--- src/include/fetch_params.svh ---
`ifndef FETCH_PARAMS_SVH
`define FETCH_PARAMS_SVH

// virtual fetch line address, byte address bits 31:4
`define FETCH_LINE_W 28

// one cache line of instruction bytes
`define FETCH_DATA_W 128

// instruction TLB
`define FETCH_TLB_ENTRIES 8
`define FETCH_VPN_W 20  // line address bits 27:8
`define FETCH_PFN_W 20

// physical line is 3 frame bits over 8 page offset line bits
`define FETCH_PLINE_W 11

// per bank geometry
`define FETCH_SETS 16
`define FETCH_SET_W 4   // physical line bits 4:1
`define FETCH_TAG_W 6   // physical line bits 10:5

`endif
--- src/verilog/fetch_pkg.sv ---
`default_nettype none

`include "fetch_params.svh"

package fetch_pkg;

    // control flow source, highest value wins
    typedef enum logic [1:0] {
        CF_SEQ     = 2'd0,
        CF_BRANCH  = 2'd1,
        CF_RESTEER = 2'd2,
        CF_INIT    = 2'd3
    } cf_sel_e;

    typedef struct packed {
        logic [`FETCH_VPN_W-1:0] vpn;
        logic [`FETCH_PFN_W-1:0] pfn;
        logic                    valid;
        logic                    present;
        logic                    rw;
        logic                    pcd;    // page is MMIO
    } tlb_entry_t;

    typedef struct packed {
        logic [`FETCH_PLINE_W-1:0] pline;
        logic                      hit;
        logic                      miss;
        logic                      prot;
    } tlb_result_t;

    typedef struct packed {
        logic [`FETCH_DATA_W-1:0] data;
        logic                     valid;
        logic                     miss;
        logic                     tlb_miss;
        logic                     prot;
    } fetch_line_t;

    typedef struct packed {
        logic [`FETCH_PLINE_W-1:0] addr;
        logic                      bank;   // 0 is the even bank
    } mem_req_t;

    typedef enum logic {
        BANK_LOOKUP    = 1'b0,
        BANK_WAIT_FILL = 1'b1
    } bank_state_e;

endpackage

`default_nettype wire

--- src/verilog/icache_bank.sv ---
`default_nettype none
`timescale 1ns/1ps

`include "fetch_params.svh"

// one direct mapped bank, lookup result one cycle after the address
module icache_bank (
    input  wire                        clk,
    input  wire                        reset_i,
    input  wire fetch_pkg::tlb_result_t tlb_i,
    input  wire                        fill_i,
    input  wire [`FETCH_DATA_W-1:0]    fill_data_i,
    output fetch_pkg::fetch_line_t     line_o,
    output logic                       miss_req_o,
    output logic [`FETCH_PLINE_W-1:0]  miss_pline_o
);

    logic [`FETCH_TAG_W-1:0]  tag_mem  [`FETCH_SETS];
    logic [`FETCH_DATA_W-1:0] data_mem [`FETCH_SETS];
    logic [`FETCH_SETS-1:0]   valid_q;

    fetch_pkg::bank_state_e    state_q;
    logic [`FETCH_PLINE_W-1:0] miss_pline_q;

    logic [`FETCH_SET_W-1:0] rd_set;
    logic [`FETCH_SET_W-1:0] fill_set;
    logic [`FETCH_TAG_W-1:0] rd_tag;
    logic                    tag_hit;
    logic                    clean;     // translation ok
    logic                    lookup;
    logic                    fill_wr;

    logic                     hit_q;
    logic                     miss_q;
    logic                     tlb_miss_q;
    logic                     prot_q;
    logic [`FETCH_DATA_W-1:0] data_q;

    // bit 0 picks the bank and is not stored
    assign rd_set   = tlb_i.pline[`FETCH_SET_W:1];
    assign rd_tag   = tlb_i.pline[`FETCH_PLINE_W-1:`FETCH_SET_W+1];
    assign fill_set = miss_pline_q[`FETCH_SET_W:1];

    assign tag_hit = valid_q[rd_set] && (tag_mem[rd_set] == rd_tag);
    assign clean   = tlb_i.hit && !tlb_i.prot;
    assign lookup  = (state_q == fetch_pkg::BANK_LOOKUP);
    assign fill_wr = (state_q == fetch_pkg::BANK_WAIT_FILL) && fill_i;

    //////////////////////////////
    // state and result flags
    //////////////////////////////

    always_ff @(posedge clk) begin
        if (reset_i) begin
            state_q    <= fetch_pkg::BANK_LOOKUP;
            valid_q    <= '0;
            hit_q      <= 1'b0;
            miss_q     <= 1'b0;
            tlb_miss_q <= 1'b0;
            prot_q     <= 1'b0;
        end else if (lookup) begin
            hit_q      <= clean && tag_hit;
            miss_q     <= clean && !tag_hit;
            tlb_miss_q <= tlb_i.miss;
            prot_q     <= tlb_i.prot;
            if (clean && !tag_hit) begin
                state_q <= fetch_pkg::BANK_WAIT_FILL;
            end
        end else if (fill_wr) begin
            valid_q[fill_set] <= 1'b1;
            state_q           <= fetch_pkg::BANK_LOOKUP;  // miss flag stays until next lookup
        end
    end

    //////////////////////////////
    // arrays and line data
    //////////////////////////////

    always_ff @(posedge clk) begin
        if (lookup) begin
            data_q       <= data_mem[rd_set];
            miss_pline_q <= tlb_i.pline;   // frozen while waiting for the fill
        end
        if (fill_wr) begin
            data_mem[fill_set] <= fill_data_i;
            tag_mem[fill_set]  <= miss_pline_q[`FETCH_PLINE_W-1:`FETCH_SET_W+1];
        end
    end

    assign line_o = '{
        data:     data_q,
        valid:    hit_q,
        miss:     miss_q,
        tlb_miss: tlb_miss_q,
        prot:     prot_q
    };

    assign miss_req_o   = (state_q == fetch_pkg::BANK_WAIT_FILL);
    assign miss_pline_o = miss_pline_q;

endmodule

`default_nettype wire

--- config.mk ---
export PLATFORM = sky130hd
export DESIGN_NAME = icache_bank
export DESIGN_NICKNAME = d
export VERILOG_FILES = /design/src/verilog/fetch_pkg.sv /design/src/verilog/icache_bank.sv
export VERILOG_INCLUDE_DIRS = /design/src /design/src/include
export SDC_FILE = /design/constraint.sdc
export NUM_CORES = 2
export LEC_CHECK = 0
export BUFFER_PORTS_ARGS = -buffer_cell sky130_fd_sc_hd__buf_2
export CORE_MARGIN = 1
export CORE_UTILIZATION = 28
export DETAILED_ROUTE_END_ITERATION = 7
export PLACE_DENSITY = 0.43
export SLEW_MARGIN = 10
export SYNTH_ARGS = -nofsm -noshare
export SYNTH_HDL_FRONTEND = slang
export SYNTH_SLANG_ARGS = --single-unit
--- constraint.sdc ---
create_clock -name clk -period 19.7 [get_ports clk]
set_clock_uncertainty 0.1 [all_clocks]
set_input_delay 0 -clock clk [delete_from_list [all_inputs] [get_ports clk]]
set_output_delay 0 -clock clk [all_outputs]
set_load 0.05 [all_outputs]
Word level (Yosys, flattened, before mapping)

Memory sizes are Yosys's and may differ from the RTL's. A register that Yosys moved wholly into a read port is not among the register bits.
Cells that the tools add are included.

Register bits after elaboration: 32
RAM bits: 2,144
Bits of input ports: 145
Output and inout port bits: 144
Word-level logic and storage cells: 33
Memories: 2

Memories:

| memory   | depth | bits a word | read ports | clocked after Yosys merged registers in | wr ports | RTL line          | source |
|---|---|---|---|---|---|---|---|
| data_mem | 16    | 128         | 1          | 1                                       | 1        | icache_bank.sv:19 | `` logic [`FETCH_DATA_W-1:0] data_mem [`FETCH_SETS]; `` |
| tag_mem  | 16    | 6           | 1          | 0                                       | 1        | icache_bank.sv:18 | `` logic [`FETCH_TAG_W-1:0] tag_mem [`FETCH_SETS]; `` |

$lt $le $gt $ge: 3
Equality and inequality tests: 1
Multiplexer cells: 9
Bitwise operators: 1
Reductions and logical operators: 10

Operator list:

| kind                                                                                 | count |
|---|---|
| 16-bit bitwise OR                                                                    | 1 |
| 4-bit by 5-bit less-than comparator with 1-bit output (second input constant)        | 2 |
| 1-bit two-way mux                                                                    | 7 |
| 6-bit equality test                                                                  | 1 |
| 1-bit logical AND                                                                    | 6 |
| 1-bit binary-select mux with 4-bit select                                            | 1 |
| 1-bit demux with 4-bit select                                                        | 1 |
| 4-bit by 1-bit greater-or-equal comparator with 1-bit output (second input constant) | 1 |
| 1-bit zero test                                                                      | 3 |
| 2-bit AND reduction                                                                  | 1 |

Depth between registers and ports, before layout

Depth after elaboration: 7
Depth in mapped cells: 10
Depth with buffers taken out: 7

Worst setup path after synthesis

Ideal clock, no wire load.

Path kind: register to register
From: register state_q, in the netlist miss_req_o
To: memory data_mem[0][0] (netlist bit), enable pin
Setup time: 794 ps
Data arrival time: 10,441 ps
Required time: 18,806 ps
Setup slack: 8,366 ps
Cell stages (with the launch flop): 5
Buffers on the path: 1
Period minus slack after synthesis: 11,334 ps
Cells stage by stage: dfxtp_1 clkbuf_1 nand2_1 or3_1 nor3_1

Longest elaborated chain between the ends: 3

RTL lines:

| item                                    | RTL line          | source |
|---|---|---|
| from (decl)                             | icache_bank.sv:22 | `fetch_pkg::bank_state_e state_q;` |
| from (signal assigned)                  | icache_bank.sv:55 | `state_q <= fetch_pkg::BANK_LOOKUP;` |
| from (signal assigned)                  | icache_bank.sv:67 | `state_q <= fetch_pkg::BANK_WAIT_FILL;` |
| from (signal assigned)                  | icache_bank.sv:71 | `state_q <= fetch_pkg::BANK_LOOKUP;` |
| 1-bit logical AND                       | icache_bank.sv:47 | `assign fill_wr = (state_q == fetch_pkg::BANK_WAIT_FILL) && fill_i;` |
| 1-bit two-way mux                       | icache_bank.sv:84 | `if (fill_wr) begin` |
| 1-bit two-way mux (not written as such) | icache_bank.sv:85 | `data_mem[fill_set] <= fill_data_i;` |
| to (decl)                               | icache_bank.sv:19 |  |

Every way passes these cells.

Final worst setup path

From: register state_q, in the netlist miss_req_o
To: memory data_mem[10][85] (netlist bit), enable pin

Same word-level chain as after synthesis.

==> impl_results.md <==
* Crit path DAT at just under 5000 ps
* Ys flop type: edfxtp_1
* Actual slew at the worst max-slew pin at roughly 1200 ps
* Req. time, crit path at between 20000 and 25000 ps
* Int Pwr at 8506 uW
* Sw Pwr at around 2400 uW
* Yosys warns at 0
* CP peak stage delay at 870 ps
* Period minus WS final at 4526 ps
* Slew Limit Fails at 0
* Post-route clock period utilization at 22.98%
* H-tree Lvls at 5
* CP cell instances: nand4b_1, nor2_4, buf_4, buf_4, buf_4
* CTS tree: yes
* WL per Instance at 27.48 um
* Placeable Area at 303800 um2
* Reg2reg start: miss_req_o
* Pre-antenna DRT Iters at 7
* Synth Register Bits at 2304
* Routed via count at 38860
* Vert. Die Dim at 555.5 um
* Total Neg Setup Slack at 0 ps
* Final Hold Fails at 0
* Static Leak at 0.03254 uW
* Slowest-stage cell, CP: nor2_4
* Clock power share at between 40% and 50%
* Post-synth ARST share at 0%
* Clock-pin slew on the worst setup and hold paths at 60 ps
* Nets at 4231
* WHS Endpoint: data_q[73]
* Hold slack at 65.56 ps
* Hold path start: tlb_i[4]
* Die X at approximately 560 um
* Sink Count at 2304
* Input/output buffers at 288
* Routed WL at 230.3 mm
* Most frequent cells in the layout: 2283 x edfxtp_1, 632 x mux4_2, 284 x buf_2
* Placement row count at between 200 and 250
* Combinational share of power at under 10%
* CP startpoint kind: register
* Post-Synthesis Mean Instance Area at ~26 um2
* Flop2flop setup slack at 15170 ps
* Die Area at 308500 um2
* Congestion Overflow GR at 0
* Mapped Area at ~86000 um2
* Final Setup Violations at 0
* Layout cells sized above 1 at around a third
* HP Class: in -> reg
* Fmax at 220.9 MHz
* Initial Utilization at about 28%
* Largest net degree at the start of global routing at roughly 140
* Switching share of power at 22.07%
* Clk Latency, worst-skew pair at 870 ps
* Sequential fraction of design power at between 50% and 60%
* Initial detailed-routing violation count at about 3200
* First-pass GRT wire length at between 300 and 400 mm
* DP HPWL at around 110 mm
* Critical path class: reg -> reg
* RePlAce Congestion at 0.6711
* Distinct cells, synth at 41
* Num CTS Buffers at 268
* I/O Pins at 289
* Status: completed
* Total GRT Usage at 14.83%
* Antenna violations before repair at 35
* Root Buffer: clkbuf_16
* Post-synth EDFFs at 2283
* Setup crit end kind: register
* Avg Vias per Cell at 4.636
* Synth Instances at 3325
* Post CTS Setup Buffer Count at 0
* Most common cell after layout, fill and taps aside: edfxtp_1
* Drt drc at 0
* Register area share after synthesis at 80.42%
* Post-synth net total at 3470
* Crit-path max FO at 33
* VDD IR max at 0.05715 mV
* Vias in the first global route at 41440
* PD cells at about 110 nW/um2
* RSZ-0062 raised after global routing: false
* CP dominant cell by count: buf_4
* P&R area growth vs syn at 20.84%
* Normalized max-slew margin at a little under 20%
* Max clock buf depth at 4
* FF-to-FF End: data_mem[10][85]
* Final ANT Viol Nets at 0
* R2R cell count at 5
* MaxCap Viol Count at 0
* Worst Hold Depth at 3
==> synthesized netlist by cell type, drive strengths merged, types with 3 or more instances <==
cell type / instances / share of area (%)
dfxtp: 21 / 0.49
a22o: 5 / 0.051
a221oi: 5 / 0.051
edfxtp: 2283 / 80
a211oi: 19 / 0.17
nor2b: 21 / 0.15
nor3: 4 / 0.023
xor2: 8 / 0.082
nor2: 42 / 0.18
mux4: 635 / 17
nand2b: 5 / 0.036
a21oi: 20 / 0.12
nand3: 4 / 0.023
nand2: 5 / 0.022
o21ba: 4 / 0.047
clkbuf: 35 / 0.15
buf: 131 / 0.94
a21o: 3 / 0.026
mux2i: 56 / 0.65
==> cell type report <==
type                            instances  area, um2
Fill cell                           28410     200200
Sequential cell                      2304      68980
Multi-Input combinational cell        853      15960
Clock buffer                          350       7194
Tap cell                             4080       5105
Timing Repair Buffer                  657       5097
Clock inverter                        125       1274
Antenna cell                           10      25.02
Inverter                                2      15.01
==> flip-flops by register name, summed over array words and instances, names as in the netlist <==
signal / count
prot_q: 1
hit_q: 1
miss_q: 1
data_q: 128
valid_q: 16
miss_pline_o: 11
tlb_miss_q: 1
miss_req_o: 1
tag_mem: 96
data_mem: 2048
==> timing repair <==
action | CTS | global route
resized for setup | 0 | 0
hold buffers | 283 | 0
endpoints found under the hold margin | 2245 | 0
==> worst max path at each step <==
| stage | start | endpoint | slack (ps) | cells past startpoint |
|---|---|---|---|---|
| floorplan | miss_req_o | data_mem[0][0] | 8370 | 4 |
| global placement | tlb_i[4] | data_q[92] | 14940 | 6 |
| detailed placement | tlb_i[4] | data_q[98] | 14920 | 6 |
| CTS | miss_req_o | data_mem[10][85] | 14930 | 5 |
| global route | miss_req_o | data_mem[10][85] | 14880 | 5 |
| finish | miss_req_o | data_mem[10][85] | 15170 | 5 |
==> power groups by stage <==
stage	logic [uW]	clock network (uW)	registers (uW)
CTS	609	4980	5490
global route	631	5140	5490
global placement	553	0	5590
finish	592	4840	5490
detailed placement	557	0	5590
floorplan	236	0	5690
==> worst max-delay path: cells and delay by family (launching register included) <==
family	cells	cell delay (ps)
flops	1	590
simple gates	2	1320
buf+inv	3	2070
==> metal layers <==
metal / up-vias / wire [um] / global-route usage [%] / part of all wire [%]
met2: 824 / 109600 / 23.81 / 48
li1: 16080 / - / - / -
met4: 32 / 4480 / 3.425 / 1.9
met1: 21580 / 106400 / 21.05 / 46
met5: - / 198 / 0 / 0.086
met3: 341 / 9694 / 2.417 / 4.2
==> stage by stage <==
stage,cell area (um2),std cells,util [%],worst slack (ps),power [uW]
after global placement,92320,7613,30.39,14940,6144
after floorplan,85770,3325,-,8366,5930
after CTS,103600,8371,34.11,14930,11080
final,103600,8381,34.12,15170,10910
after detailed placement,92320,7613,30.39,14920,6147
after global routing,103600,8376,34.11,14880,11260
==> kinds of logic (layout without fill, tap and decap cells) <==
logic type                Yosys count  after routing  share of synthesized area (%)
muxes                             691            691                          17.34
DFF                              2304           2304                          80.42
xor gates and xnor gates            8              8                        0.08170
and+or+nand+nor                    86             86                         0.4814
AOI/OAI and AO/OA                  68             68                         0.5704
other                               0             10                              0
buffers and inverters             168           1134                          1.106
(Power assumes the default switching activity.)
