===== config.mk =====
export PLATFORM = sky130hd
export DESIGN_NAME = itlb
export DESIGN_NICKNAME = d
export VERILOG_FILES = /design/src/verilog/fetch_pkg.sv /design/src/verilog/itlb.sv
export VERILOG_INCLUDE_DIRS = /design/src /design/src/include
export SDC_FILE = /design/constraint.sdc
export NUM_CORES = 1
export LEC_CHECK = 0
export BUFFER_PORTS_ARGS = -buffer_cell sky130_fd_sc_hd__buf_2
export CAP_MARGIN = 5
export CORE_AREA = 2 2 153 155
export DETAILED_ROUTE_END_ITERATION = 10
export DIE_AREA = 0 0 155 157
export SLEW_MARGIN = 20
export SYNTH_ARGS = -nofsm -noshare
export SYNTH_HDL_FRONTEND = slang
export SYNTH_SLANG_ARGS = --single-unit

===== constraint.sdc =====
create_clock -name vclk -period 2.88
set_clock_uncertainty 0.05 [all_clocks]
set_input_delay 0.432 -clock vclk [all_inputs]
set_output_delay 0.432 -clock vclk [all_outputs]
set_load 0.005 [all_outputs]

===== src/include/fetch_params.svh =====
`ifndef FETCH_PARAMS_SVH
`define FETCH_PARAMS_SVH

// virtual fetch line address, byte address bits 31:4
`define FETCH_LINE_W 28

// one cache line of instruction bytes
`define FETCH_DATA_W 128

// instruction TLB
`define FETCH_TLB_ENTRIES 8
`define FETCH_VPN_W 20  // line address bits 27:8
`define FETCH_PFN_W 20

// physical line is 3 frame bits over 8 page offset line bits
`define FETCH_PLINE_W 11

// per bank geometry
`define FETCH_SETS 16
`define FETCH_SET_W 4   // physical line bits 4:1
`define FETCH_TAG_W 6   // physical line bits 10:5

`endif

===== src/verilog/fetch_pkg.sv =====
`default_nettype none

`include "fetch_params.svh"

package fetch_pkg;

    // control flow source, highest value wins
    typedef enum logic [1:0] {
        CF_SEQ     = 2'd0,
        CF_BRANCH  = 2'd1,
        CF_RESTEER = 2'd2,
        CF_INIT    = 2'd3
    } cf_sel_e;

    typedef struct packed {
        logic [`FETCH_VPN_W-1:0] vpn;
        logic [`FETCH_PFN_W-1:0] pfn;
        logic                    valid;
        logic                    present;
        logic                    rw;
        logic                    pcd;    // page is MMIO
    } tlb_entry_t;

    typedef struct packed {
        logic [`FETCH_PLINE_W-1:0] pline;
        logic                      hit;
        logic                      miss;
        logic                      prot;
    } tlb_result_t;

    typedef struct packed {
        logic [`FETCH_DATA_W-1:0] data;
        logic                     valid;
        logic                     miss;
        logic                     tlb_miss;
        logic                     prot;
    } fetch_line_t;

    typedef struct packed {
        logic [`FETCH_PLINE_W-1:0] addr;
        logic                      bank;   // 0 is the even bank
    } mem_req_t;

    typedef enum logic {
        BANK_LOOKUP    = 1'b0,
        BANK_WAIT_FILL = 1'b1
    } bank_state_e;

endpackage

`default_nettype wire


===== src/verilog/itlb.sv =====
`default_nettype none
`timescale 1ns/1ps

`include "fetch_params.svh"

// fully associative lookup, no state
module itlb (
    input  wire [`FETCH_LINE_W-1:0]                           fip_i,
    input  wire fetch_pkg::tlb_entry_t [`FETCH_TLB_ENTRIES-1:0] entries_i,
    output fetch_pkg::tlb_result_t                            result_o
);

    localparam int OFF_W   = `FETCH_LINE_W - `FETCH_VPN_W;  // line bits inside a page
    localparam int FRAME_W = `FETCH_PLINE_W - OFF_W;

    logic [`FETCH_VPN_W-1:0]       vpn;
    logic [`FETCH_TLB_ENTRIES-1:0] match;
    fetch_pkg::tlb_entry_t         hit_entry;
    logic                          hit;

    assign vpn = fip_i[`FETCH_LINE_W-1:OFF_W];

    // tag compare on every entry at once
    always_comb begin
        for (int i = 0; i < `FETCH_TLB_ENTRIES; i++) begin
            match[i] = entries_i[i].valid && entries_i[i].present &&
                       (entries_i[i].vpn == vpn);
        end
    end

    // at most one entry matches, so an OR acts as the select
    always_comb begin
        hit_entry = '0;
        for (int i = 0; i < `FETCH_TLB_ENTRIES; i++) begin
            if (match[i]) begin
                hit_entry = hit_entry | entries_i[i];
            end
        end
    end

    assign hit = |match;

    assign result_o = '{
        pline: {hit_entry.pfn[FRAME_W-1:0], fip_i[OFF_W-1:0]},
        hit:   hit,
        miss:  !hit,
        prot:  hit && hit_entry.pcd   // no fetch from MMIO pages
    };

endmodule

`default_nettype wire


Word-level counts from Yosys, hierarchy flattened --
Cells that the tools add are included. Widths: inputs -> output; s select.
Operators by class: equal/unequal tests 8, multiplexer cells 8, bitwise gates (word level) 7, reductions and logical operators 19
Operator list (number):
- $eq 20x20->1 | 8
- $mux 7 | 8
- $or 7x7->7 | 7
- $logic_and 1x1->1 | 17
- $reduce_or 8->1 | 1
- $logic_not 1->1 | 1
Storage, ports and cells: bits in registers 0, bits of input ports 380, output and inout bits 14, logic and storage cells 42

Logic depth before layout (Yosys ltp) --
Gate-level depths: netlist of run 1.
depth after elaboration 18, gate-level depth with buffers 8, mapped depth without buffers 6

Worst setup path after synthesis of run 1 --
Ideal clock, no wire load.
path kind in2out, start point input port fip_i[8], end point output port result_o[2] (netlist name), data arrival time 1883 ps, required time 2398 ps, slack 515 ps, stages 7, buffers on the path 2, path through buf_4 > xnor2_2 > nand4_1 > or4_4 > o32a_1 > nand3_1 > buf_4
On the way: longest elaborated chain between the ends 3, elaborated cells between the ends (all ways) 17, classes of those cells 8 x eq/ne; 9 x reduce/logical
RTL lines:
- from (decl) | line itlb.sv:8 | input wire [`FETCH_LINE_W-1:0] fip_i,
- $eq 20x20->1 | line itlb.sv:27 | (entries_i[i].vpn == vpn);
- $logic_and 1x1->1 | line itlb.sv:26 | match[i] = entries_i[i].valid && entries_i[i].present &&
- $reduce_or 8->1 (*) | line itlb.sv:41 | assign hit = |match;
- to (decl) | line itlb.sv:10 | output fetch_pkg::tlb_result_t result_o
Mark *: on every way between the ends. The rest lies on a longest branch, timed or not.

==> results of run 1 <==
[cell usage after synthesis (all sizes together)]
master	n	share of area [%]
o22ai	16	4.2
or4	11	4.1
nor4	8	2.1
and3	2	0.52
xnor2	125	47
nor2	5	0.79
nand3	27	5.7
nand4	25	6.6
xor2	35	13
o32a	2	0.84
nand2	23	3.6
o2111a	1	0.47
buf	29	10
nand2b	3	0.79
nor3	1	0.21
[worst max-delay path by stage]
stage	startpoint	end	slack, ps	cells after the start
global placement	fip_i[11]	result_o[1]	3	9
detailed placement	fip_i[11]	result_o[1]	0.8	9
floorplan	fip_i[8]	result_o[2]	520	7
CTS	fip_i[11]	result_o[1]	0.2	9
finish	fip_i[24]	result_o[1]	60	7
global route	fip_i[24]	result_o[1]	3	7
[area by class of cell]
cell class	count	area share, %
diodes	1	0.0613
multi-input cells	284	52.8
well taps	285	8.73
repair buffers	281	38.4
[through the flow]
step / hold slack (ps) / instances / util (%) / total power [uW]
2_1_floorplan: 895 / 313 / - / 282
3_3_place_gp: 814 / 850 / 18.0 / 555
3_5_place_dp: 814 / 850 / 18.0 / 561
4_1_cts: 814 / 850 / 18.0 / 563
5_1_grt: 814 / 850 / 18.1 / 605
6_report: 814 / 851 / 18.1 / 552
[what timing repair did]
action,CTS,global route
hold endpoints to repair,0,0
hold buffers,0,0
gates resized for setup,0,6
setup endpoints to repair,0,5
[cell usage in the layout, fill, tap and decap left out]
master / synthesis / routed
sky130_fd_sc_hd__and3_1: 2 / 2
sky130_fd_sc_hd__buf_12: 0 / 3
sky130_fd_sc_hd__buf_2: 3 / 232
sky130_fd_sc_hd__buf_4: 16 / 44
sky130_fd_sc_hd__clkbuf_4: 0 / 2
sky130_fd_sc_hd__diode_2: 0 / 1
sky130_fd_sc_hd__nand2_1: 23 / 23
sky130_fd_sc_hd__nand2b_1: 3 / 3
sky130_fd_sc_hd__nand3_1: 27 / 27
sky130_fd_sc_hd__nand4_1: 25 / 25
sky130_fd_sc_hd__nor2_1: 5 / 5
sky130_fd_sc_hd__nor3_1: 1 / 1
sky130_fd_sc_hd__nor4_1: 8 / 7
sky130_fd_sc_hd__nor4_2: 0 / 1
sky130_fd_sc_hd__o2111a_1: 1 / 1
sky130_fd_sc_hd__o22ai_1: 16 / 16
sky130_fd_sc_hd__o32a_1: 2 / 2
sky130_fd_sc_hd__or4_1: 7 / 5
sky130_fd_sc_hd__or4_4: 4 / 6
sky130_fd_sc_hd__xnor2_1: 122 / 121
sky130_fd_sc_hd__xnor2_2: 3 / 4
sky130_fd_sc_hd__xor2_1: 35 / 35
[layer usage]
metal  routed length (um)  track usage, %  vias to the layer above
met5                   27               0                        -
met4                  270            1.90                        4
met3                  904            1.10                       23
met2                 7640            22.6                      201
met1                 6720            15.3                     1455
li1                     -               -                     1577
[power groups by stage]
stage               sequential [uW]  clock (uW)  combinational, uW
CTS                               0           0                563
detailed placement                0           0                561
global placement                  0           0                555
floorplan                         0           0                282
finish                            0   0.0000464                552
global route                      0           0                605
[kinds of logic (layout without fill, tap and decap cells)]
family | Yosys count | count (layout) | share of synthesized area [%]
buf+inv | 29 | 281 | 10.4
compound gates | 19 | 19 | 5.51
other cells | 0 | 1 | 0
xor+xnor | 160 | 160 | 59.7
simple gates | 105 | 105 | 24.4
==> flow_summary.html, run 1 <==
<table>
<tr><th>Metric</th><th>Value</th></tr>
<tr><th colspan="2">Run status</th></tr>
<tr><td>Outcome</td><td>finished, final reports clean</td></tr>
<tr><th colspan="2">Critical path</th></tr>
<tr><td>Worst endpoint required time</td><td>2400 ps</td></tr>
<tr><td>Kind of critical path</td><td>primary input to output port</td></tr>
<tr><td>Most frequent cell on the critical path</td><td>sky130_fd_sc_hd__buf_2</td></tr>
<tr><td>Sort of element at the end of the critical path</td><td>output port</td></tr>
<tr><td>Peak fanout along the critical path</td><td>8</td></tr>
<tr><td>Bufs and invs on worst path</td><td>2</td></tr>
<tr><td>Biggest cell delay along the critical path</td><td>590 ps</td></tr>
<tr><td>Highest-delay cell along the critical path</td><td>sky130_fd_sc_hd__or4_4</td></tr>
<tr><td>Critical Path Start Type</td><td>primary input</td></tr>
<tr><td>Series of cell instances along the critical path</td><td>buf_2, xnor2_1, nand4_1, or4_4, o32a_1, and3_1, buf_2</td></tr>
<tr><td>Top Family by Delay on Critical Path</td><td>simple AND/OR/NAND/NOR gates</td></tr>
<tr><td>Arr. time, crit path</td><td>2340 ps</td></tr>
<tr><th colspan="2">Floorplan</th></tr>
<tr><td>Die Area</td><td>24,300 um^2</td></tr>
<tr><td>Number of I/O pins</td><td>394</td></tr>
<tr><td>Die Y</td><td>157 um</td></tr>
<tr><td>Die width</td><td>155 um</td></tr>
<tr><td>Area of the placeable core</td><td>22,500 um^2</td></tr>
<tr><td>Initial core utilization</td><td>10.6%</td></tr>
<tr><td>Number of placement rows</td><td>55</td></tr>
<tr><th colspan="2">STA</th></tr>
<tr><td>Setup TNS after final layout</td><td>0 ps</td></tr>
<tr><td>Shortest clock period the worst path allows after layout</td><td>2820 ps</td></tr>
<tr><td>Setup WS post-layout</td><td>59.6 ps</td></tr>
<tr><td>Maximum frequency from static timing analysis</td><td>355 MHz</td></tr>
<tr><td>Max-slew headroom</td><td>59.5%</td></tr>
<tr><td>Final Hold Fails</td><td>0</td></tr>
<tr><td>Final Max Slew Viols</td><td>0</td></tr>
<tr><td>Final period util</td><td>97.9%</td></tr>
<tr><td>Slew of the pin with the lowest slew margin</td><td>603 ps</td></tr>
<tr><td>RSZ-0062 raised after global routing</td><td>no</td></tr>
<tr><td>Setup-violating endpoint count in the final report</td><td>0</td></tr>
<tr><th colspan="2">Hold path</th></tr>
<tr><td>Min-delay worst type</td><td>primary input to output port</td></tr>
<tr><td>Hold endpoint</td><td>result_o[3]</td></tr>
<tr><td>Hold Path Cell Cnt</td><td>0</td></tr>
<tr><td>Launch instance of the worst min-delay path</td><td>fip_i[0]</td></tr>
<tr><th colspan="2">Global routing</th></tr>
<tr><td>Antenna violations before repair</td><td>3</td></tr>
<tr><td>Global-route total usage across every layer</td><td>12.1%</td></tr>
<tr><td>Maximum number of pins on one net before global-route repair</td><td>9</td></tr>
<tr><td>First-pass GRT wire length</td><td>21,000 um</td></tr>
<tr><td>Via count of the first global-routing pass</td><td>3,371</td></tr>
<tr><td>Total global routing overflow</td><td>0</td></tr>
<tr><th colspan="2">Placed design</th></tr>
<tr><td>Post-detailed-placement cell area</td><td>4050 um^2</td></tr>
<tr><td>Routability congestion estimate from global placement</td><td>0.807</td></tr>
<tr><td>Number of input and output port buffers inserted</td><td>234</td></tr>
<tr><td>Post-place setup slack</td><td>0.785 ps</td></tr>
<tr><td>Detail Placement HPWL</td><td>14,000 um</td></tr>
<tr><th colspan="2">Detailed routing</th></tr>
<tr><td>Drt wl/cell</td><td>18.3 um</td></tr>
<tr><td>Via/cell ratio</td><td>3.83</td></tr>
<tr><td>Drt initial violations</td><td>179</td></tr>
<tr><td>Wire length reported by the detailed router</td><td>15,600 um</td></tr>
<tr><td>ANT nets after route</td><td>0</td></tr>
<tr><td>Routed vias</td><td>3,260</td></tr>
<tr><td>Number of optimization iterations in the first detailed-route pass</td><td>5</td></tr>
<tr><td>DRC</td><td>0</td></tr>
<tr><th colspan="2">Finish</th></tr>
<tr><td>Layout-stage area growth over the synthesis result</td><td>71.3%</td></tr>
<tr><td>Layout cells sized above 1</td><td>51.7%</td></tr>
<tr><td>Sequential cell count</td><td>0</td></tr>
<tr><td>Combined area of the multi-input logic cells</td><td>2160 um^2</td></tr>
<tr><td>Final-layout clock buffer total</td><td>0</td></tr>
<tr><td>Number of fillers in the final layout</td><td>2,582</td></tr>
<tr><td>Post-layout net count</td><td>947</td></tr>
<tr><td>Combined flip-flop and latch cell area</td><td>0 um^2</td></tr>
<tr><td>Design Area, Final</td><td>4080 um^2</td></tr>
<tr><th colspan="2">Pwr</th></tr>
<tr><td>Sequential group share of total power</td><td>0%</td></tr>
<tr><td>Maximum vdd drop</td><td>0.0602 mV</td></tr>
<tr><td>Cell leakage power</td><td>0.00171 uW</td></tr>
<tr><td>Power Density</td><td>135 nW/um^2</td></tr>
<tr><td>Share of total power in combinational logic</td><td>100.0%</td></tr>
<tr><td>Sw frac</td><td>45.9%</td></tr>
<tr><td>Total net switching power</td><td>253 uW</td></tr>
<tr><td>Clock network fraction of total power</td><td>0%</td></tr>
<tr><td>Design internal power</td><td>299 uW</td></tr>
<tr><th colspan="2">Synthesis</th></tr>
<tr><td>Synthesized instance count</td><td>313</td></tr>
<tr><td>Sequential element share of the synthesized area</td><td>0%</td></tr>
<tr><td>Yosys synthesis warning count</td><td>0</td></tr>
<tr><td>Netlist area before placement</td><td>2380 um^2</td></tr>
<tr><td>Mean area per synthesized cell</td><td>7.62 um^2</td></tr>
<tr><td>Number of unique standard cell types used by synthesis</td><td>19</td></tr>
<tr><td>Post-Syn Nets</td><td>693</td></tr>
<tr><th colspan="2">CTS</th></tr>
<tr><td>Post-CTS Repair Setup Buffers</td><td>0</td></tr>
<tr><th colspan="2">Job</th></tr>
<tr><td>Maxcap violations</td><td>0</td></tr>
</table>
Power figures use the tool's default switching activity.
==> inputs of run 2 (changes only) <==
--- a/config.mk
+++ b/config.mk
@@ -8,9 +8,9 @@
 export LEC_CHECK = 0
 export BUFFER_PORTS_ARGS = -buffer_cell sky130_fd_sc_hd__buf_2
 export CAP_MARGIN = 5
-export CORE_AREA = 2 2 153 155
+export CORE_AREA = 2 2 151 153
 export DETAILED_ROUTE_END_ITERATION = 10
-export DIE_AREA = 0 0 155 157
+export DIE_AREA = 0 0 153 155
 export SLEW_MARGIN = 20
 export SYNTH_ARGS = -nofsm -noshare
 export SYNTH_HDL_FRONTEND = slang
==> flow_summary.html, run 2 (synthesis results as in run 1) <==
<table>
<tr><th>Metric</th><th>Value</th></tr>
<tr><th colspan="2">Critical path</th></tr>
<tr><td>Series of cell instances along the critical path</td><td>clkbuf_4, xnor2_1, nand4_1, or4_4, o32a_1, and3_1, buf_2</td></tr>
<tr><td>Arr. time, crit path</td><td>2340 ps (about the same)</td></tr>
<tr><td>Highest-delay cell along the critical path</td><td>sky130_fd_sc_hd__or4_4</td></tr>
<tr><td>Bufs and invs on worst path</td><td>2 (unchanged)</td></tr>
<tr><td>Kind of critical path</td><td>primary input to output port</td></tr>
<tr><td>Top Family by Delay on Critical Path</td><td>simple AND/OR/NAND/NOR gates</td></tr>
<tr><td>Critical Path Start Type</td><td>primary input</td></tr>
<tr><td>Sort of element at the end of the critical path</td><td>output port</td></tr>
<tr><td>Biggest cell delay along the critical path</td><td>630 ps (+40 ps)</td></tr>
<tr><td>Number of cells on the critical path</td><td>7 (unchanged)</td></tr>
<tr><td>Peak fanout along the critical path</td><td>4 (-4)</td></tr>
<tr><td>Worst endpoint required time</td><td>2400 ps (about the same)</td></tr>
<tr><th colspan="2">STA</th></tr>
<tr><td>Shortest clock period the worst path allows after layout</td><td>2820 ps (+0.736 ps)</td></tr>
<tr><td>RSZ-0062 raised after global routing</td><td>no</td></tr>
<tr><td>Slew of the pin with the lowest slew margin</td><td>473 ps (-130 ps)</td></tr>
<tr><td>Final Hold Fails</td><td>0 (unchanged)</td></tr>
<tr><td>Setup WS post-layout</td><td>58.9 ps (-0.736 ps)</td></tr>
<tr><td>Final Max Slew Viols</td><td>0 (unchanged)</td></tr>
<tr><td>Maximum frequency from static timing analysis</td><td>354 MHz (about the same)</td></tr>
<tr><td>Setup-violating endpoint count in the final report</td><td>0 (unchanged)</td></tr>
<tr><td>Final period util</td><td>98.0% (about the same)</td></tr>
<tr><td>Max-slew headroom</td><td>68.2% (+8.7 points)</td></tr>
<tr><th colspan="2">Pwr</th></tr>
<tr><td>Sequential group share of total power</td><td>0% (unchanged)</td></tr>
<tr><td>Cell leakage power</td><td>0.00172 uW (+0.96%)</td></tr>
<tr><td>Design internal power</td><td>304 uW (+1.8%)</td></tr>
<tr><td>Sw frac</td><td>45.6% (-0.22 points)</td></tr>
<tr><td>Maximum vdd drop</td><td>0.0653 mV (+8.4%)</td></tr>
<tr><td>Clock network fraction of total power</td><td>0% (unchanged)</td></tr>
<tr><td>Total power of the final layout</td><td>560 uW (+1.4%)</td></tr>
<tr><td>Share of total power in combinational logic</td><td>100.0% (about the same)</td></tr>
<tr><td>Total net switching power</td><td>255 uW (+0.90%)</td></tr>
<tr><td>Power Density</td><td>136 nW/um^2 (+0.68%)</td></tr>
<tr><th colspan="2">Finish</th></tr>
<tr><td>Post-layout net count</td><td>952 (+0.53%)</td></tr>
<tr><td>Final-layout clock buffer total</td><td>0 (unchanged)</td></tr>
<tr><td>Combined flip-flop and latch cell area</td><td>0 um^2 (unchanged)</td></tr>
<tr><td>Ant. Diodes</td><td>0 (-1)</td></tr>
<tr><td>Most common cell after layout, fill and taps aside</td><td>sky130_fd_sc_hd__buf_2</td></tr>
<tr><td>Layout-stage area growth over the synthesis result</td><td>72.5%</td></tr>
<tr><td>Top library cells by usage in the layout, fill and taps aside</td><td>sky130_fd_sc_hd__buf_2 (231), sky130_fd_sc_hd__xnor2_1 (122), sky130_fd_sc_hd__buf_4 (50)</td></tr>
<tr><td>Sequential cell count</td><td>0 (unchanged)</td></tr>
<tr><td>Design Area, Final</td><td>4110 um^2 (+0.70%)</td></tr>
<tr><td>Utilization of the core after routing</td><td>18.5% (+0.35 points)</td></tr>
<tr><td>Layout cells sized above 1</td><td>51.8% (+0.073 points)</td></tr>
<tr><td>Number of fillers in the final layout</td><td>2,559 (-0.89%)</td></tr>
<tr><th colspan="2">Detailed routing</th></tr>
<tr><td>Drt wl/cell</td><td>18.1 um (-0.73%)</td></tr>
<tr><td>Routed vias</td><td>3,199 (-1.9%)</td></tr>
<tr><td>Wire length reported by the detailed router</td><td>15,500 um (-0.26%)</td></tr>
<tr><td>DRC</td><td>0 (unchanged)</td></tr>
<tr><td>Drt initial violations</td><td>123 (-31%)</td></tr>
<tr><td>Number of optimization iterations in the first detailed-route pass</td><td>4 (-1)</td></tr>
<tr><td>Via/cell ratio</td><td>3.74 (-2.3%)</td></tr>
<tr><td>ANT nets after route</td><td>0 (unchanged)</td></tr>
<tr><th colspan="2">Placed design</th></tr>
<tr><td>Detail Placement HPWL</td><td>14,200 um (+1.6%)</td></tr>
<tr><td>Number of input and output port buffers inserted</td><td>234 (unchanged)</td></tr>
<tr><td>Routability congestion estimate from global placement</td><td>0.739 (-8.4%)</td></tr>
<tr><td>Post-place setup slack</td><td>-79.8 ps (-80.6 ps)</td></tr>
<tr><td>Post-detailed-placement cell area</td><td>4090 um^2 (+0.93%)</td></tr>
<tr><th colspan="2">Hold path</th></tr>
<tr><td>Min-delay worst type</td><td>primary input to output port</td></tr>
<tr><td>Hold Path Cell Cnt</td><td>0 (unchanged)</td></tr>
<tr><th colspan="2">Floorplan</th></tr>
<tr><td>Die width</td><td>153 um (-1.3%)</td></tr>
<tr><td>Die Y</td><td>155 um (-1.3%)</td></tr>
<tr><td>Die Area</td><td>23,700 um^2 (-2.5%)</td></tr>
<tr><td>Number of I/O pins</td><td>394 (unchanged)</td></tr>
<tr><td>Number of placement rows</td><td>55 (unchanged)</td></tr>
<tr><td>Area of the placeable core</td><td>22,200 um^2 (-1.2%)</td></tr>
<tr><td>Initial core utilization</td><td>10.7% (+0.13 points)</td></tr>
<tr><th colspan="2">CTS</th></tr>
<tr><td>Count of hold buffers inserted by post-cts repair</td><td>0 (unchanged)</td></tr>
<tr><td>Post-CTS Repair Setup Buffers</td><td>0 (unchanged)</td></tr>
<tr><th colspan="2">Global routing</th></tr>
<tr><td>Global-route total usage across every layer</td><td>12.3% (+0.21 points)</td></tr>
<tr><td>Maximum number of pins on one net before global-route repair</td><td>8 (-1)</td></tr>
<tr><td>Antenna violations before repair</td><td>2 (-1)</td></tr>
<tr><td>Total global routing overflow</td><td>0 (unchanged)</td></tr>
<tr><td>First-pass GRT wire length</td><td>21,200 um (+0.89%)</td></tr>
<tr><td>Via count of the first global-routing pass</td><td>3,416 (+1.3%)</td></tr>
<tr><th colspan="2">Job</th></tr>
<tr><td>Maxcap violations</td><td>0 (unchanged)</td></tr>
<tr><th colspan="2">Run status</th></tr>
<tr><td>Outcome</td><td>finished, final reports clean</td></tr>
</table>
==> run 2: cell type report <==
class	instances	area, um^2	area share (%)
multi-input combinational	284	2150	52.3
timing repair buffer	286	1610	39.1
tap	285	357	8.67
==> run 2: through the flow <==
stage	instances	TNS, ps	hold slack, ps
after CTS	855	0	814
after floorplan	313	0	895
after global placement	855	-44.0	814
final	855	0	814
after global routing	855	0	814
after detailed placement	855	-79.8	814
==> run 2: per-layer routing <==
metal	global-route usage (%)	vias to the layer above	routed length, um
met5	0	-	31
met1	15.6	1422	6710
met4	1.76	4	237
met3	1.45	16	882
met2	22.8	171	7650
li1	-	1586	-
==> run 2: final timing paths <==
path                  slack, ps      start          end
worst max-delay path         60  fip_i[21]  result_o[1]
worst min-delay path        810   fip_i[6]  result_o[9]
==> run 2: power by group through the flow <==
stage | logic [uW] | registers (uW) | clock network [uW]
detailed placement | 569 | 0 | 0
floorplan | 282 | 0 | 0
finish | 560 | 0 | 0
global placement | 563 | 0 | 0
CTS | 572 | 0 | 0
global route | 611 | 0 | 0
==> run 2: what timing repair did <==
action	CTS	global route
resized for setup	2	3
endpoints found under the setup margin	2	1
pin swaps	0	0
