[src/include/fetch_params.svh]
`ifndef FETCH_PARAMS_SVH
`define FETCH_PARAMS_SVH

// virtual fetch line address, byte address bits 31:4
`define FETCH_LINE_W 28

// one cache line of instruction bytes
`define FETCH_DATA_W 128

// instruction TLB
`define FETCH_TLB_ENTRIES 8
`define FETCH_VPN_W 20  // line address bits 27:8
`define FETCH_PFN_W 20

// physical line is 3 frame bits over 8 page offset line bits
`define FETCH_PLINE_W 11

// per bank geometry
`define FETCH_SETS 16
`define FETCH_SET_W 4   // physical line bits 4:1
`define FETCH_TAG_W 6   // physical line bits 10:5

`endif
[src/verilog/fetch_pkg.sv]
`default_nettype none

`include "fetch_params.svh"

package fetch_pkg;

    // control flow source, highest value wins
    typedef enum logic [1:0] {
        CF_SEQ     = 2'd0,
        CF_BRANCH  = 2'd1,
        CF_RESTEER = 2'd2,
        CF_INIT    = 2'd3
    } cf_sel_e;

    typedef struct packed {
        logic [`FETCH_VPN_W-1:0] vpn;
        logic [`FETCH_PFN_W-1:0] pfn;
        logic                    valid;
        logic                    present;
        logic                    rw;
        logic                    pcd;    // page is MMIO
    } tlb_entry_t;

    typedef struct packed {
        logic [`FETCH_PLINE_W-1:0] pline;
        logic                      hit;
        logic                      miss;
        logic                      prot;
    } tlb_result_t;

    typedef struct packed {
        logic [`FETCH_DATA_W-1:0] data;
        logic                     valid;
        logic                     miss;
        logic                     tlb_miss;
        logic                     prot;
    } fetch_line_t;

    typedef struct packed {
        logic [`FETCH_PLINE_W-1:0] addr;
        logic                      bank;   // 0 is the even bank
    } mem_req_t;

    typedef enum logic {
        BANK_LOOKUP    = 1'b0,
        BANK_WAIT_FILL = 1'b1
    } bank_state_e;

endpackage

`default_nettype wire

[src/verilog/fill_ctrl.sv]
`default_nettype none
`timescale 1ns/1ps

`include "fetch_params.svh"

// one fill at a time, even bank served first
module fill_ctrl (
    input  wire                       clk,
    input  wire                       reset_i,
    input  wire                       miss_req_even_i,
    input  wire [`FETCH_PLINE_W-1:0]  miss_pline_even_i,
    input  wire                       miss_req_odd_i,
    input  wire [`FETCH_PLINE_W-1:0]  miss_pline_odd_i,
    input  wire                       mem_fill_i,
    output logic                      fill_even_o,
    output logic                      fill_odd_o,
    output logic                      mem_req_valid_o,
    output fetch_pkg::mem_req_t       mem_req_o
);

    fetch_pkg::mem_req_t req_q;
    logic                busy_q;
    logic                even_pend;
    logic                odd_pend;
    logic                grant_free;

    // the bank being filled still holds its request in the fill cycle
    assign even_pend  = miss_req_even_i && !(busy_q && !req_q.bank);
    assign odd_pend   = miss_req_odd_i && !(busy_q && req_q.bank);
    assign grant_free = !busy_q || mem_fill_i;

    always_ff @(posedge clk) begin
        if (reset_i) begin
            busy_q <= 1'b0;
            req_q  <= '0;
        end else if (grant_free) begin
            if (even_pend) begin
                busy_q <= 1'b1;
                req_q  <= '{addr: miss_pline_even_i, bank: 1'b0};
            end else if (odd_pend) begin
                busy_q <= 1'b1;
                req_q  <= '{addr: miss_pline_odd_i, bank: 1'b1};
            end else begin
                busy_q <= 1'b0;
            end
        end
    end

    assign mem_req_valid_o = busy_q;
    assign mem_req_o       = req_q;

    assign fill_even_o = busy_q && mem_fill_i && !req_q.bank;
    assign fill_odd_o  = busy_q && mem_fill_i && req_q.bank;

endmodule

`default_nettype wire

[config.mk]
export PLATFORM = sky130hd
export DESIGN_NAME = fill_ctrl
export DESIGN_NICKNAME = d
export VERILOG_FILES = /design/src/verilog/fetch_pkg.sv /design/src/verilog/fill_ctrl.sv
export VERILOG_INCLUDE_DIRS = /design/src /design/src/include
export SDC_FILE = /design/constraint.sdc
export NUM_CORES = 1
export LEC_CHECK = 0
export BUFFER_PORTS_ARGS = -buffer_cell sky130_fd_sc_hd__buf_2
export CAP_MARGIN = 20
export CORE_MARGIN = 2
export CORE_UTILIZATION = 43
export DETAILED_ROUTE_END_ITERATION = 7
export PLACE_DENSITY = 0.78
export SYNTH_ARGS = -nofsm -noshare
export SYNTH_HDL_FRONTEND = slang
export SYNTH_SLANG_ARGS = --single-unit
[constraint.sdc]
create_clock -name clk -period 1.6 [get_ports clk]
set_input_delay 0.48 -clock clk [delete_from_list [all_inputs] [get_ports clk]]
set_output_delay 0.48 -clock clk [all_outputs]
set_load 0.005 [all_outputs]
## Word-level counts from Yosys, hierarchy flattened

Cells that the tools add are included.

- Register bits after elaboration: 13
- Bits of input ports: 27
- Logic and storage cells: 21

- Mux-type cells: 4
- Reduce and logical (&&, ||, !) cells: 14

Operators with widths:

| kind | count |
|---|---|
| 2-to-1 mux 12 bit | 2 |
| logical AND 1 bit | 7 |
| logical NOT 1 bit | 4 |
| 2-to-1 mux 1 bit | 2 |
| AND reduction 2 bit | 1 |
| nonzero test 2 bit | 1 |
| logical OR 1 bit | 1 |

## Longest topological paths before layout

Gate-level depths: netlist of run 1.

- Depth in word-level cells: 6
- Gate-level depth with buffers: 5
- Depth with buffers taken out: 3

## Worst setup path after synthesis of run 1

No wires, ideal clock.

- Kind: in2out
- Start point: in mem_fill_i
- End point: out fill_odd_o
- Arrival: 0.914 ns
- Path slack: 0.206 ns
- Stages: 3
- Cell sequence: buf_6 -> buf_6 -> and3_2

- Longest elaborated chain between the ends: 2

Ends and longest elaborated chain:

| what | RTL line | text |
|---|---|---|
| start: declaration | fill_ctrl.sv:14 | `input wire mem_fill_i,` |
| logical AND 1 bit (2 in series) | fill_ctrl.sv:53 | `assign fill_odd_o = busy_q && mem_fill_i && req_q.bank;` |
| end: declaration | fill_ctrl.sv:16 | `output logic fill_odd_o,` |

Every way passes these cells.

## Final worst setup path of run 1

- Start point: reg req_q, in the netlist mem_req_o[0]
- End point: out fill_odd_o

- Longest elaborated chain between the ends: 1

Ends and longest elaborated chain:

| what | RTL line | text |
|---|---|---|
| start: declaration | fill_ctrl.sv:21 | `fetch_pkg::mem_req_t req_q;` |
| start signal: assignment | fill_ctrl.sv:39 | `req_q <= '{addr: miss_pline_even_i, bank: 1'b0};` |
| start signal: assignment | fill_ctrl.sv:42 | `req_q <= '{addr: miss_pline_odd_i, bank: 1'b1};` |
| logical AND 1 bit | fill_ctrl.sv:53 |  |

Every way passes these cells.

==> results summary, run 1 <==
The register clock-pin slew on the reported worst setup and hold paths came out at 80 ps. Synthesis produced a netlist with a net count of 109. The post-synthesis share of cell area spent on and, or, nand and nor gates is 16.42%. The iteration count of the initial detailed-routing pass is 4.

The worst endpoint data arrival time came out at 1070 ps. In this run the critical register-to-register path is captured at mem_req_o[11]. Summing the areas of all xor and xnor instances in the mapped netlist gives 0% of the synthesized area. After detailed routing, the number of vias per cell comes to 5.831. The setup-violating endpoint count in the final report is 0. The worst-skew pair later-pin latency came out at 280 ps. CTS built an H-tree with a depth of 1. The number of standard cells in the final layout excluding fillers came out at 142. The final net count is 153.

The diode insertion count for antenna repair is 0. The pin count of the biggest net entering global routing came out at 23. The via total after detailed routing is 828. The min-delay analysis places its worst path in the category in -> reg. The number of unique standard cell types used by synthesis came out at 23. Summed over all nets, the half-perimeter wirelength after detailed placement is 1434 um. The worst setup path is launched from a flip-flop. The cts-stage hold buffer count came out at 0. The initial detailed-routing violation count is 5. The clock network power share came out at 25.2%. The final period demand of the worst path is 1554 ps. The buffer levels on the longest clock path came out at 2. The data required time at the worst endpoint is 1120 ps.

The critical path goes through buf_4 -> and3_2 -> buf_2. The power share of the combinational group is 29.0%. The total wire length after detailed routing is 2010 um. The area of the mapped netlist came out at 762.0 um^2. The worst-case reg-to-reg path depth came out at 3. The launch instance of the worst register-to-register path is mem_req_o[0]. The sequential share of power is 45.9%.

The number of antenna violations at the first check in global routing came to 0. The final estimated routing congestion in global placement is 0.7910. The post-synthesis compound-gate area fraction came out at 35.47%. The post-layout worst setup margin came out at 45.87 ps.

The number of cells traversed by the worst hold path is 3. For hold timing, the worst endpoint is mem_req_o[9]. The overflow left after global routing is 0. The cell leakage power came out at 0.4352 nW. For this design the top-level I/O count stands at 42. The final worst-path cycle share is 97.13%. The critical hold path startpoint is miss_pline_odd_i[8].

Of the synthesized area, sequential elements account for 34.15%. The worst setup timing slack at the placement stage came out at 33.23 ps. The worst-margin pin slew is 371.2 ps.

The number of setup buffers added after CTS came out at 0. After detailed routing, the number of remaining DRC violations is 0. The critical-path cell with the highest stage delay is sky130_fd_sc_hd__dfxtp_1.

The largest total area in the synthesized netlist belongs to sky130_fd_sc_hd__dfxtp_1. In this run the vertical extent of the chip is 46.10 um. The number of routed nets with antenna violations came out at 0.

The run finished with clean final reports. The tool flagged a number of max-cap violations equal to 0. The synthesized instance count came out at 82. The worst setup path is captured at a primary output. The final sum of negative setup slack is 0 ps. The power per cell area came out at 834.7 nW/um^2. In this run, CTS created clock tree buffers numbering 3. The cell count after placement is 138. The number of core rows is 15. Across every metal layer, demand over resource in global routing totals 19.92%.

Compared with the post-synthesis result, the final layout area differs by 29.72%. The per-cell routed wire length is 14.15 um. The first global-routing pass estimated 3063 um of wire. Setup repair after global routing left no endpoint under its margin. The area enclosed by the die boundary is 2125 um^2.

In this run the register-to-register setup slack is 240 ps. The fraction of layout instances using a drive strength above 1 is 45.60%. The class of the most critical setup path is reg -> out. The most frequently used flop master after synthesis is sky130_fd_sc_hd__dfxtp_1. The via count of the first global-routing pass was 730. The maximum clock skew at final layout is 2.690 ps. In this run the tool buffered the top-level ports with 41 buffer cells. During synthesis, Yosys emitted a total of 0 warnings. The worst vdd rail ir drop is 0.0003516 V. The sink count of the clock tree is 13.

Summing the areas of all fa, ha and maj instances in the mapped netlist gives 0% of the synthesized area. The power dissipated by switching net loads is 0.2472 mW. The worst stage delay on the critical path came out at 340 ps. Sorting the synthesized cells by area gives the leading types as sky130_fd_sc_hd__dfxtp_1 34%, sky130_fd_sc_hd__a311oi_1 13%, sky130_fd_sc_hd__a211oi_1 11%. The worst pin sits at a relative slew slack of 75.25%. The hold violation total from the final report came out at 0. The mux contribution to synthesized area came out at 1.970%. The max-slew violation count was 0. Counting flops with a built-in enable in the synthesized netlist gives 0. The horizontal die dimension is 46.10 um.

The root buffer cell is sky130_fd_sc_hd__clkbuf_4. The cell-internal power is 0.5778 mW. The critical-path maximum fanout is 6. The share of total power consumed by net switching is 29.96%.

Among all cell types in the netlist, the one instantiated most often is sky130_fd_sc_hd__dfxtp_1. TritonCTS built the clock tree. Counting instances in the post-synthesis netlist gives the leading cell types as 13 x sky130_fd_sc_hd__dfxtp_1, 11 x sky130_fd_sc_hd__a211oi_1, 11 x sky130_fd_sc_hd__a311oi_1, 11 x sky130_fd_sc_hd__nand3b_1, 11 x sky130_fd_sc_hd__o21ai_0.

The synthesized area divided by synthesized cell count came out at 9.292 um^2. The post-route total power came out at 0.8251 mW. In this run the standard cell core region covers 1689 um^2. The share of synthesized flip-flops with an asynchronous set or reset is 0%. The flop and latch count out of synthesis is 13. The starting density of the core came out at 45.11%.

The area share of the leading cell type in the synthesized netlist is 34.15%. For this run, the top clock speed supported by timing is 643.4 MHz. The largest family of logic cells by synthesized area is compound AO/OA/AOI/OAI gates.
==> through the flow <==
step,utilization (%),area [um^2],hold WS [ps]
after global routing,58.52,988.4,504.0
after CTS,58.44,987.2,482.4
after floorplan,-,762.0,552.1
final,58.52,988.4,485.6
after detailed placement,56.89,960.9,591.8
after global placement,56.89,960.9,578.8
==> kinds of logic (layout without fill, tap and decap cells) <==
family                 after synthesis  count (layout)
AO/OA/AOI/OAI                       38              38
multiplexers                         1               1
flip-flops                          13              13
buffers and inverters               11              54
AND/OR/NAND/NOR                     19              19
==> registers in the layout, indices dropped and copies added (netlist names) <==
name	cells
mem_req_valid_o	1
mem_req_o	12
==> placed cells by master, fill, tap and decap left out <==
cell,instances
sky130_fd_sc_hd__nor3_1,1
sky130_fd_sc_hd__o21ai_0,11
sky130_fd_sc_hd__nand3b_1,11
sky130_fd_sc_hd__o32ai_1,1
sky130_fd_sc_hd__a21oi_1,2
sky130_fd_sc_hd__nand2_1,2
sky130_fd_sc_hd__inv_1,1
sky130_fd_sc_hd__buf_2,41
sky130_fd_sc_hd__dfxtp_2,1
sky130_fd_sc_hd__nand2b_1,1
sky130_fd_sc_hd__nor2b_2,1
sky130_fd_sc_hd__a311oi_1,11
sky130_fd_sc_hd__clkbuf_4,3
sky130_fd_sc_hd__and3_2,1
sky130_fd_sc_hd__a21o_1,1
sky130_fd_sc_hd__clkbuf_1,1
sky130_fd_sc_hd__o21ba_2,1
sky130_fd_sc_hd__dfxtp_1,12
sky130_fd_sc_hd__a211oi_1,11
sky130_fd_sc_hd__nor2_1,2
sky130_fd_sc_hd__mux2_4,1
sky130_fd_sc_hd__buf_4,8
==> per-layer routing <==
layer  vias to the layer above  track usage [%]  share of wire (%)
met1                       390            24.29                 46
met4                         0            13.71                2.1
met2                        23            32.22                 48
met3                         4            2.353                3.8
li1                        411                -                  -
met5                         -                0                  0
==> cell type report <==
type	count	area [um^2]
Fill cell	163	700.7
Multi-Input combinational cell	58	410.4
Timing Repair Buffer	49	265.3
Sequential cell	13	261.5
Clock buffer	4	26.28
Tap cell	17	21.27
Inverter	1	3.754
==> worst max path at each step <==
stage | startpoint | end | slack [ps] | cells after the start
CTS | mem_req_o[0] | fill_odd_o | 40 | 3
global placement | miss_req_even_i | mem_req_o[5] | 60 | 4
finish | mem_req_o[0] | fill_odd_o | 50 | 3
floorplan | mem_fill_i | fill_odd_o | 210 | 3
global route | mem_req_o[0] | fill_odd_o | 10 | 3
detailed placement | miss_req_even_i | mem_req_o[11] | 30 | 4
==> power groups by stage <==
stage | Sequential [mW] | Combinational (mW) | Clock [mW]
global placement | 0.384 | 0.234 | 0
floorplan | 0.390 | 0.141 | 0
CTS | 0.378 | 0.240 | 0.211
detailed placement | 0.385 | 0.239 | 0
global route | 0.382 | 0.266 | 0.223
finish | 0.378 | 0.239 | 0.208
==> critical path, delay by kind of cell, from the launching register on <==
kind | cells | cell delay, ps
buffers and inverters | 2 | 280
and+or+nand+nor | 1 | 180
DFF | 1 | 340
==> repair_timing <==
item | in CTS | in global routing
endpoints found under the setup margin | 0 | 1
gates resized for setup | 0 | 1
hold endpoints to repair | 0 | 0
Power figures use the tool's default switching activity.
==> run 2: changes to the inputs <==
- CTS_BUF_LIST: not set -> sky130_fd_sc_hd__clkbuf_4 sky130_fd_sc_hd__clkbuf_8 sky130_fd_sc_hd__clkbuf_16
==> results summary, run 2 (synthesized netlist as in run 1, its figures left out) <==
The flow ran to the end, and the final reports show no timing, DRC or antenna violations. The critical-path maximum fanout came out at 6. Across every metal layer, demand over resource in global routing totals 19.92%. Walking the worst path, the cells encountered are buf_4 -> and3_2 -> buf_2.

Summing over every cut layer, the via total after detailed routing is 827. For this run, the top clock speed supported by timing is 644.0 MHz. The reported max-cap violation count came out at 0. Global routing used 24.29% of the available met1 tracks. Across the routed clock network, the largest skew measured is 6.541 ps. The post-detailed-placement half-perimeter wirelength is 1434 um.

The global routing stage identified its most utilized layer as met2. The per-cell routed wire length came out at 14.14 um. The worst-case reg-to-reg path depth came out at 3. The flip-flop count of the largest register, all copies and words added came out at 12. The nature of the critical path startpoint is a flip-flop. The worst hold slack after final layout came out at 482.8 ps. The worst setup path is of the reg -> out kind. The count of buffers added on input and output ports is 41.

The number of buffers created by CTS came out at 3. The layout overhead on the synthesized area is 30.21%. The final net count is 153. Setup repair after global routing left no endpoint under its margin.

The met3 usage in global routing is 2.353%. Setup violations remaining at the end of the flow were counted as 0. The final period demand of the worst path came out at 1553 ps. The worst slew margin relative to its limit came out at 75.73%.

The max-slew violation count is 0. The count of nets left with antenna violations once routing finished came out at 0. The number of antenna violations at the first check in global routing came out at 0.

The via count of the first global-routing pass was 733. The number of H-tree branching levels is 1. The horizontal die dimension is 46.10 um. The final sum of negative setup slack is 0 ps. The worst hold path endpoint is mem_req_o[9]. The buffer levels on the longest clock path is 2. The final worst-path cycle share came out at 97.05%.

The first global-routing pass estimated 3063 um of wire. The worst vdd rail ir drop is 0.0003506 V. The worst stage delay on the critical path came out at 340 ps. The worst-skew pair later-pin latency came out at 280 ps. In this run the standard cell core region covers 1689 um^2. The initial detailed-routing violation count is 6. After filler insertion, the fill cell instance count of the layout stands at 165. In the routed design, unresolved DRC markers number 0. The hold violation total from the final report is 0.

The tightest min-delay check is of the in -> reg type. The post-route total power came out at 0.8439 mW. The floorplan has 15 rows. The repair_antennas step left the layout with diodes totalling 0.

The number of standard cells in the final layout excluding fillers came out at 142. The starting density of the core came out at 45.11%. The overflow left after global routing came out at 0.

The sink count of the clock tree came out at 13. STA puts the critical path data required time at 1120 ps. The flop-to-flop setup slack is 250 ps. The cell count after placement came out at 138.

The endpoint of the lowest-slack register-to-register path is mem_req_o[11]. For this design, the slowest cell found on the critical path is sky130_fd_sc_hd__dfxtp_1. The floorplan step defined a die boundary enclosing 2125 um^2. The final estimated routing congestion in global placement came out at 0.7910. Entering global routing, the biggest net connects 23 pins. The core occupancy in the finished layout came out at 58.74%. The vertical die dimension came out at 46.10 um. The register clock-pin slew on the reported worst setup and hold paths is 90 ps.

For this design, the CTS-stage hold fixing added 0 buffers. During I/O placement, the number of pins put on the boundary was 42. Along the worst hold path, the cell count comes to 3. In this run the static leakage power is 0.4386 nW. The root buffer cell is sky130_fd_sc_hd__clkbuf_4. The top cell types in the final layout, fill and taps aside, are 41 x sky130_fd_sc_hd__buf_2, 12 x sky130_fd_sc_hd__dfxtp_1. The fraction of layout instances using a drive strength above 1 came out at 46.40%. The global routing met2 resource utilization came out at 32.22%.

The first TritonRoute pass finished after 4 iterations. The final layout contains routed wiring with a total length of 2008 um. The detail-routed via count per cell is 5.824. The power per cell area came out at 850.6 nW/um^2.

The worst setup path is captured at a primary output. TritonCTS built the clock tree. The library cell used most frequently in the layout, excluding fill and tap cells, is sky130_fd_sc_hd__buf_2. In this run the most critical hold path is launched from miss_pline_odd_i[8].

The number of setup buffers added after CTS is 0. In this run the critical register-to-register path is launched from mem_req_o[0]. The worst-margin pin slew came out at 364.1 ps. The worst endpoint data arrival time came out at 1070 ps.
==> run 2: changes by cell type in the layout (fill, tap and decap cells not counted) <==
cell and change:
sky130_fd_sc_hd__clkbuf_1 -1, sky130_fd_sc_hd__clkbuf_4 +1
==> run 2: how the worst max path moves through the flow <==
stage	start	endpoint	slack, ps
after floorplan	mem_fill_i	fill_odd_o	210
after global placement	miss_req_even_i	mem_req_o[5]	60
after detailed placement	miss_req_even_i	mem_req_o[11]	30
after CTS	mem_req_o[0]	fill_odd_o	40
after global routing	mem_req_o[0]	fill_odd_o	10
final	mem_req_o[0]	fill_odd_o	50
==> run 2: layout make-up <==
| class | count | area [um^2] | share of cell area, % |
|---|---|---|---|
| repair buffers | 49 | 265.3 | 26.73 |
| multi-input cells | 58 | 410.4 | 41.36 |
| well taps | 17 | 21.27 | 2.144 |
| inverters | 1 | 3.754 | 0.3783 |
| flip-flops and latches | 13 | 261.5 | 26.36 |
| clock buffers | 4 | 30.03 | 3.026 |
==> run 2: routing by layer <==
metal	vias up	wire length, um
met5	-	0
li1	409	-
met2	25	969
met4	0	38
met3	4	73
met1	389	927
==> run 2: stage by stage <==
step	area [um^2]	setup slack [ps]
finish	992.2	47.13
global route	992.2	14.63
CTS	991.0	42.51
detailed placement	960.9	33.23
global placement	960.9	56.91
floorplan	762.0	206.1
==> run 2: critical path: cells and delay by family, from the launching register on <==
family / cells / cell delay [ps]
DFF: 1 / 340
buffers and inverters: 2 / 280
and+or+nand+nor: 1 / 180
==> run 2: report_power, final <==
group,switching [mW],internal (mW)
clock,0.113,0.114
combinational,0.116,0.122
sequential,0.0196,0.359
total,0.249,0.595
==> run 2: what timing repair did <==
item                                    in CTS  in global routing
endpoints found under the hold margin        0                  0
endpoints found under the setup margin       0                  1
resized for setup                            0                  1
==> run 3: changes to the inputs <==
- PLACE_DENSITY: 0.78 -> 0.8
==> results summary, run 3 (synthesized netlist as in run 1, its figures left out) <==
The run finished with clean final reports. The multi-input combinational cell area came out at 415.4 um^2. Relative to the synthesized area, the layout overhead comes to 30.05%.

The met1 track utilization from global routing is 23.81%. The type of the worst min-delay path is in -> reg. The worst endpoint data arrival time came out at 990 ps. The number of H-tree branching levels is 1. The area of all sequential standard cells came out at 262.8 um^2. The final worst-path cycle share is 92.09%.

The final sum of negative setup slack is 0 ps. The buffer levels on the longest clock path came out at 2. The post-route total power is 0.8425 mW. The floorplan has 15 rows. The clock network burns 26.4% of the power. Including well taps, the total number of placed cells is 137. Measured in cells, the most critical reg-to-reg path has a length of 3.

The area enclosed by the die boundary came out at 2125 um^2. The register with the most flip-flops in the layout has 12 of them. The startpoint identified for the worst hold timing path is miss_pline_odd_i[8].

The via total after detailed routing came out at 838. The worst setup timing slack at the placement stage came out at 2.552 ps. The hold violation total from the final report was 0. The worst hold path terminates at mem_req_o[9]. The data required time at the worst endpoint is 1120 ps. Routability-driven placement finished with a final weighted congestion of 0.7726.

Hold timing on the final database bottoms out at a slack of 485.1 ps. The vertical die dimension is 46.10 um. Setup repair after global routing left no endpoint under its margin. For this run, the detailed router's first-pass iteration total came to 4. The worst-margin pin slew came out at 374.0 ps. The first global-routing pass estimated 3236 um of wire. The cell-internal power came out at 0.5949 mW. The core box area came out at 1689 um^2. The via count of the first global-routing pass is 791. The number of filler instances in the final layout is 161.

In this run the clock root is driven by a sky130_fd_sc_hd__clkbuf_4. The max-slew violation count came to 0. The per-cell routed wire length is 14.54 um. The maximum clock skew at final layout came out at 1.181 ps. The count of unresolved DRC violations after routing came out at 0. The cell leakage power came out at 0.4373 nW.

The initial detailed-routing violation count is 3. After detailed routing, the total wire length is 2050 um. The pin count of the biggest net entering global routing is 14.

The register clock-pin slew on the reported worst setup and hold paths came out at 80 ps. The detail-routed via count per cell is 5.943. The critical-path maximum fanout is 7. The number of setup buffers added after CTS came out at 0. For this run the aggregate overflow at the end of global routing stands at 0. The worst register-to-register path begins at mem_req_o[0]. The global routing stage identified its most utilized layer as met2. Setup violations remaining at the end of the flow were counted as 0. The worst setup path is of the reg -> out kind.

The endpoint identified for the worst register-to-register timing path is mem_req_o[4]. The worst-skew pair later-pin latency is 270 ps. The number of routed nets with antenna violations came out at 0. Leaving out fill and tap cells, the most frequent cell in the layout is sky130_fd_sc_hd__buf_2. The worst register-to-register path has a setup slack of 150 ps. The core occupancy in the finished layout came out at 58.67%. The reported max-cap violation count came out at 0. The worst slew margin relative to its limit came out at 75.06%.

Global routing used 3.137% of the available met3 tracks. Of the total power, the share spent switching nets is 29.39%. The maximum clock rate is 678.7 MHz.

The starting density of the core is 45.11%. The number of cells traversed by the worst hold path is 3. The diode insertion count for antenna repair came out at 0. The number of antenna violations at the first check in global routing is 0.

The die is 46.10 um wide. Port buffering added 41 buffers. VDD sags by at most 0.0004476 V. The count of boundary I/O pins came out at 42. The global routing met2 resource utilization came out at 37.22%. The number of standard cells in the final layout excluding fillers is 141.

The final net count is 152. The cts-stage hold buffer count is 0. The fraction of layout instances using a drive strength above 1 came out at 46.77%. The number of buffers created by CTS came out at 3.

STA classifies the critical path endpoint as a primary output. The final design instance area without fill came out at 991.0 um^2. The worst setup path is launched from a flip-flop. Detailed placement ended at an HPWL of 1480 um. The post-layout worst setup margin came out at 126.5 ps. Global routing used 20.80% of the available tracks across all layers. The power per cell area came out at 850.2 nW/um^2. The sink count of the clock tree is 13. TritonCTS built the clock tree. The cell area after placement came out at 953.4 um^2. Combinational logic is responsible for 28.2% of the overall power. The final period demand of the worst path came out at 1474 ps.

The power dissipated by switching net loads came out at 0.2476 mW. Registers are responsible for 45.4% of the overall power.
[run 3: cell types whose count changed in the layout (fill, tap and decap cells not counted), sizes merged]
cell  change
buf       -1
[run 3: how the worst max path moves through the flow]
stage | slack, ps | start | end | cells after the start
floorplan | 210 | mem_fill_i | fill_odd_o | 3
global placement | 40 | miss_req_odd_i | mem_req_o[4] | 4
detailed placement | 3 | miss_req_even_i | mem_req_o[4] | 5
CTS | 60 | mem_req_o[0] | fill_odd_o | 2
global route | 50 | mem_req_o[0] | mem_req_o[4] | 3
finish | 130 | mem_req_o[0] | fill_odd_o | 2
[run 3: routing by layer]
metal	wire [um]	part of all wire, %
met5	0	0
met2	1015	50
met4	38	1.9
met3	92	4.5
met1	903	44
[run 3: critical path: stages (launching register included)]
cell and delay, ps:
sky130_fd_sc_hd__dfxtp_2 420, sky130_fd_sc_hd__and3_2 200, sky130_fd_sc_hd__buf_2 100
[run 3: power groups by stage]
| stage | logic, mW | clock network, mW | registers, mW |
|---|---|---|---|
| finish | 0.238 | 0.222 | 0.382 |
| global route | 0.264 | 0.240 | 0.387 |
| CTS | 0.236 | 0.226 | 0.380 |
| detailed placement | 0.234 | 0 | 0.388 |
| global placement | 0.229 | 0 | 0.387 |
| floorplan | 0.141 | 0 | 0.390 |
[run 3: layout make-up]
cell class / count / share of cell area [%]
multi-input combinational: 58 / 41.92
sequential: 13 / 26.52
timing repair buffer: 48 / 26.01
clock buffer: 4 / 3.030
tap: 17 / 2.146
inverter: 1 / 0.3788
[run 3: what timing repair did]
item | CTS | global route
resized for setup | 0 | 3
endpoints found under the setup margin | 0 | 3
endpoints found under the hold margin | 0 | 0
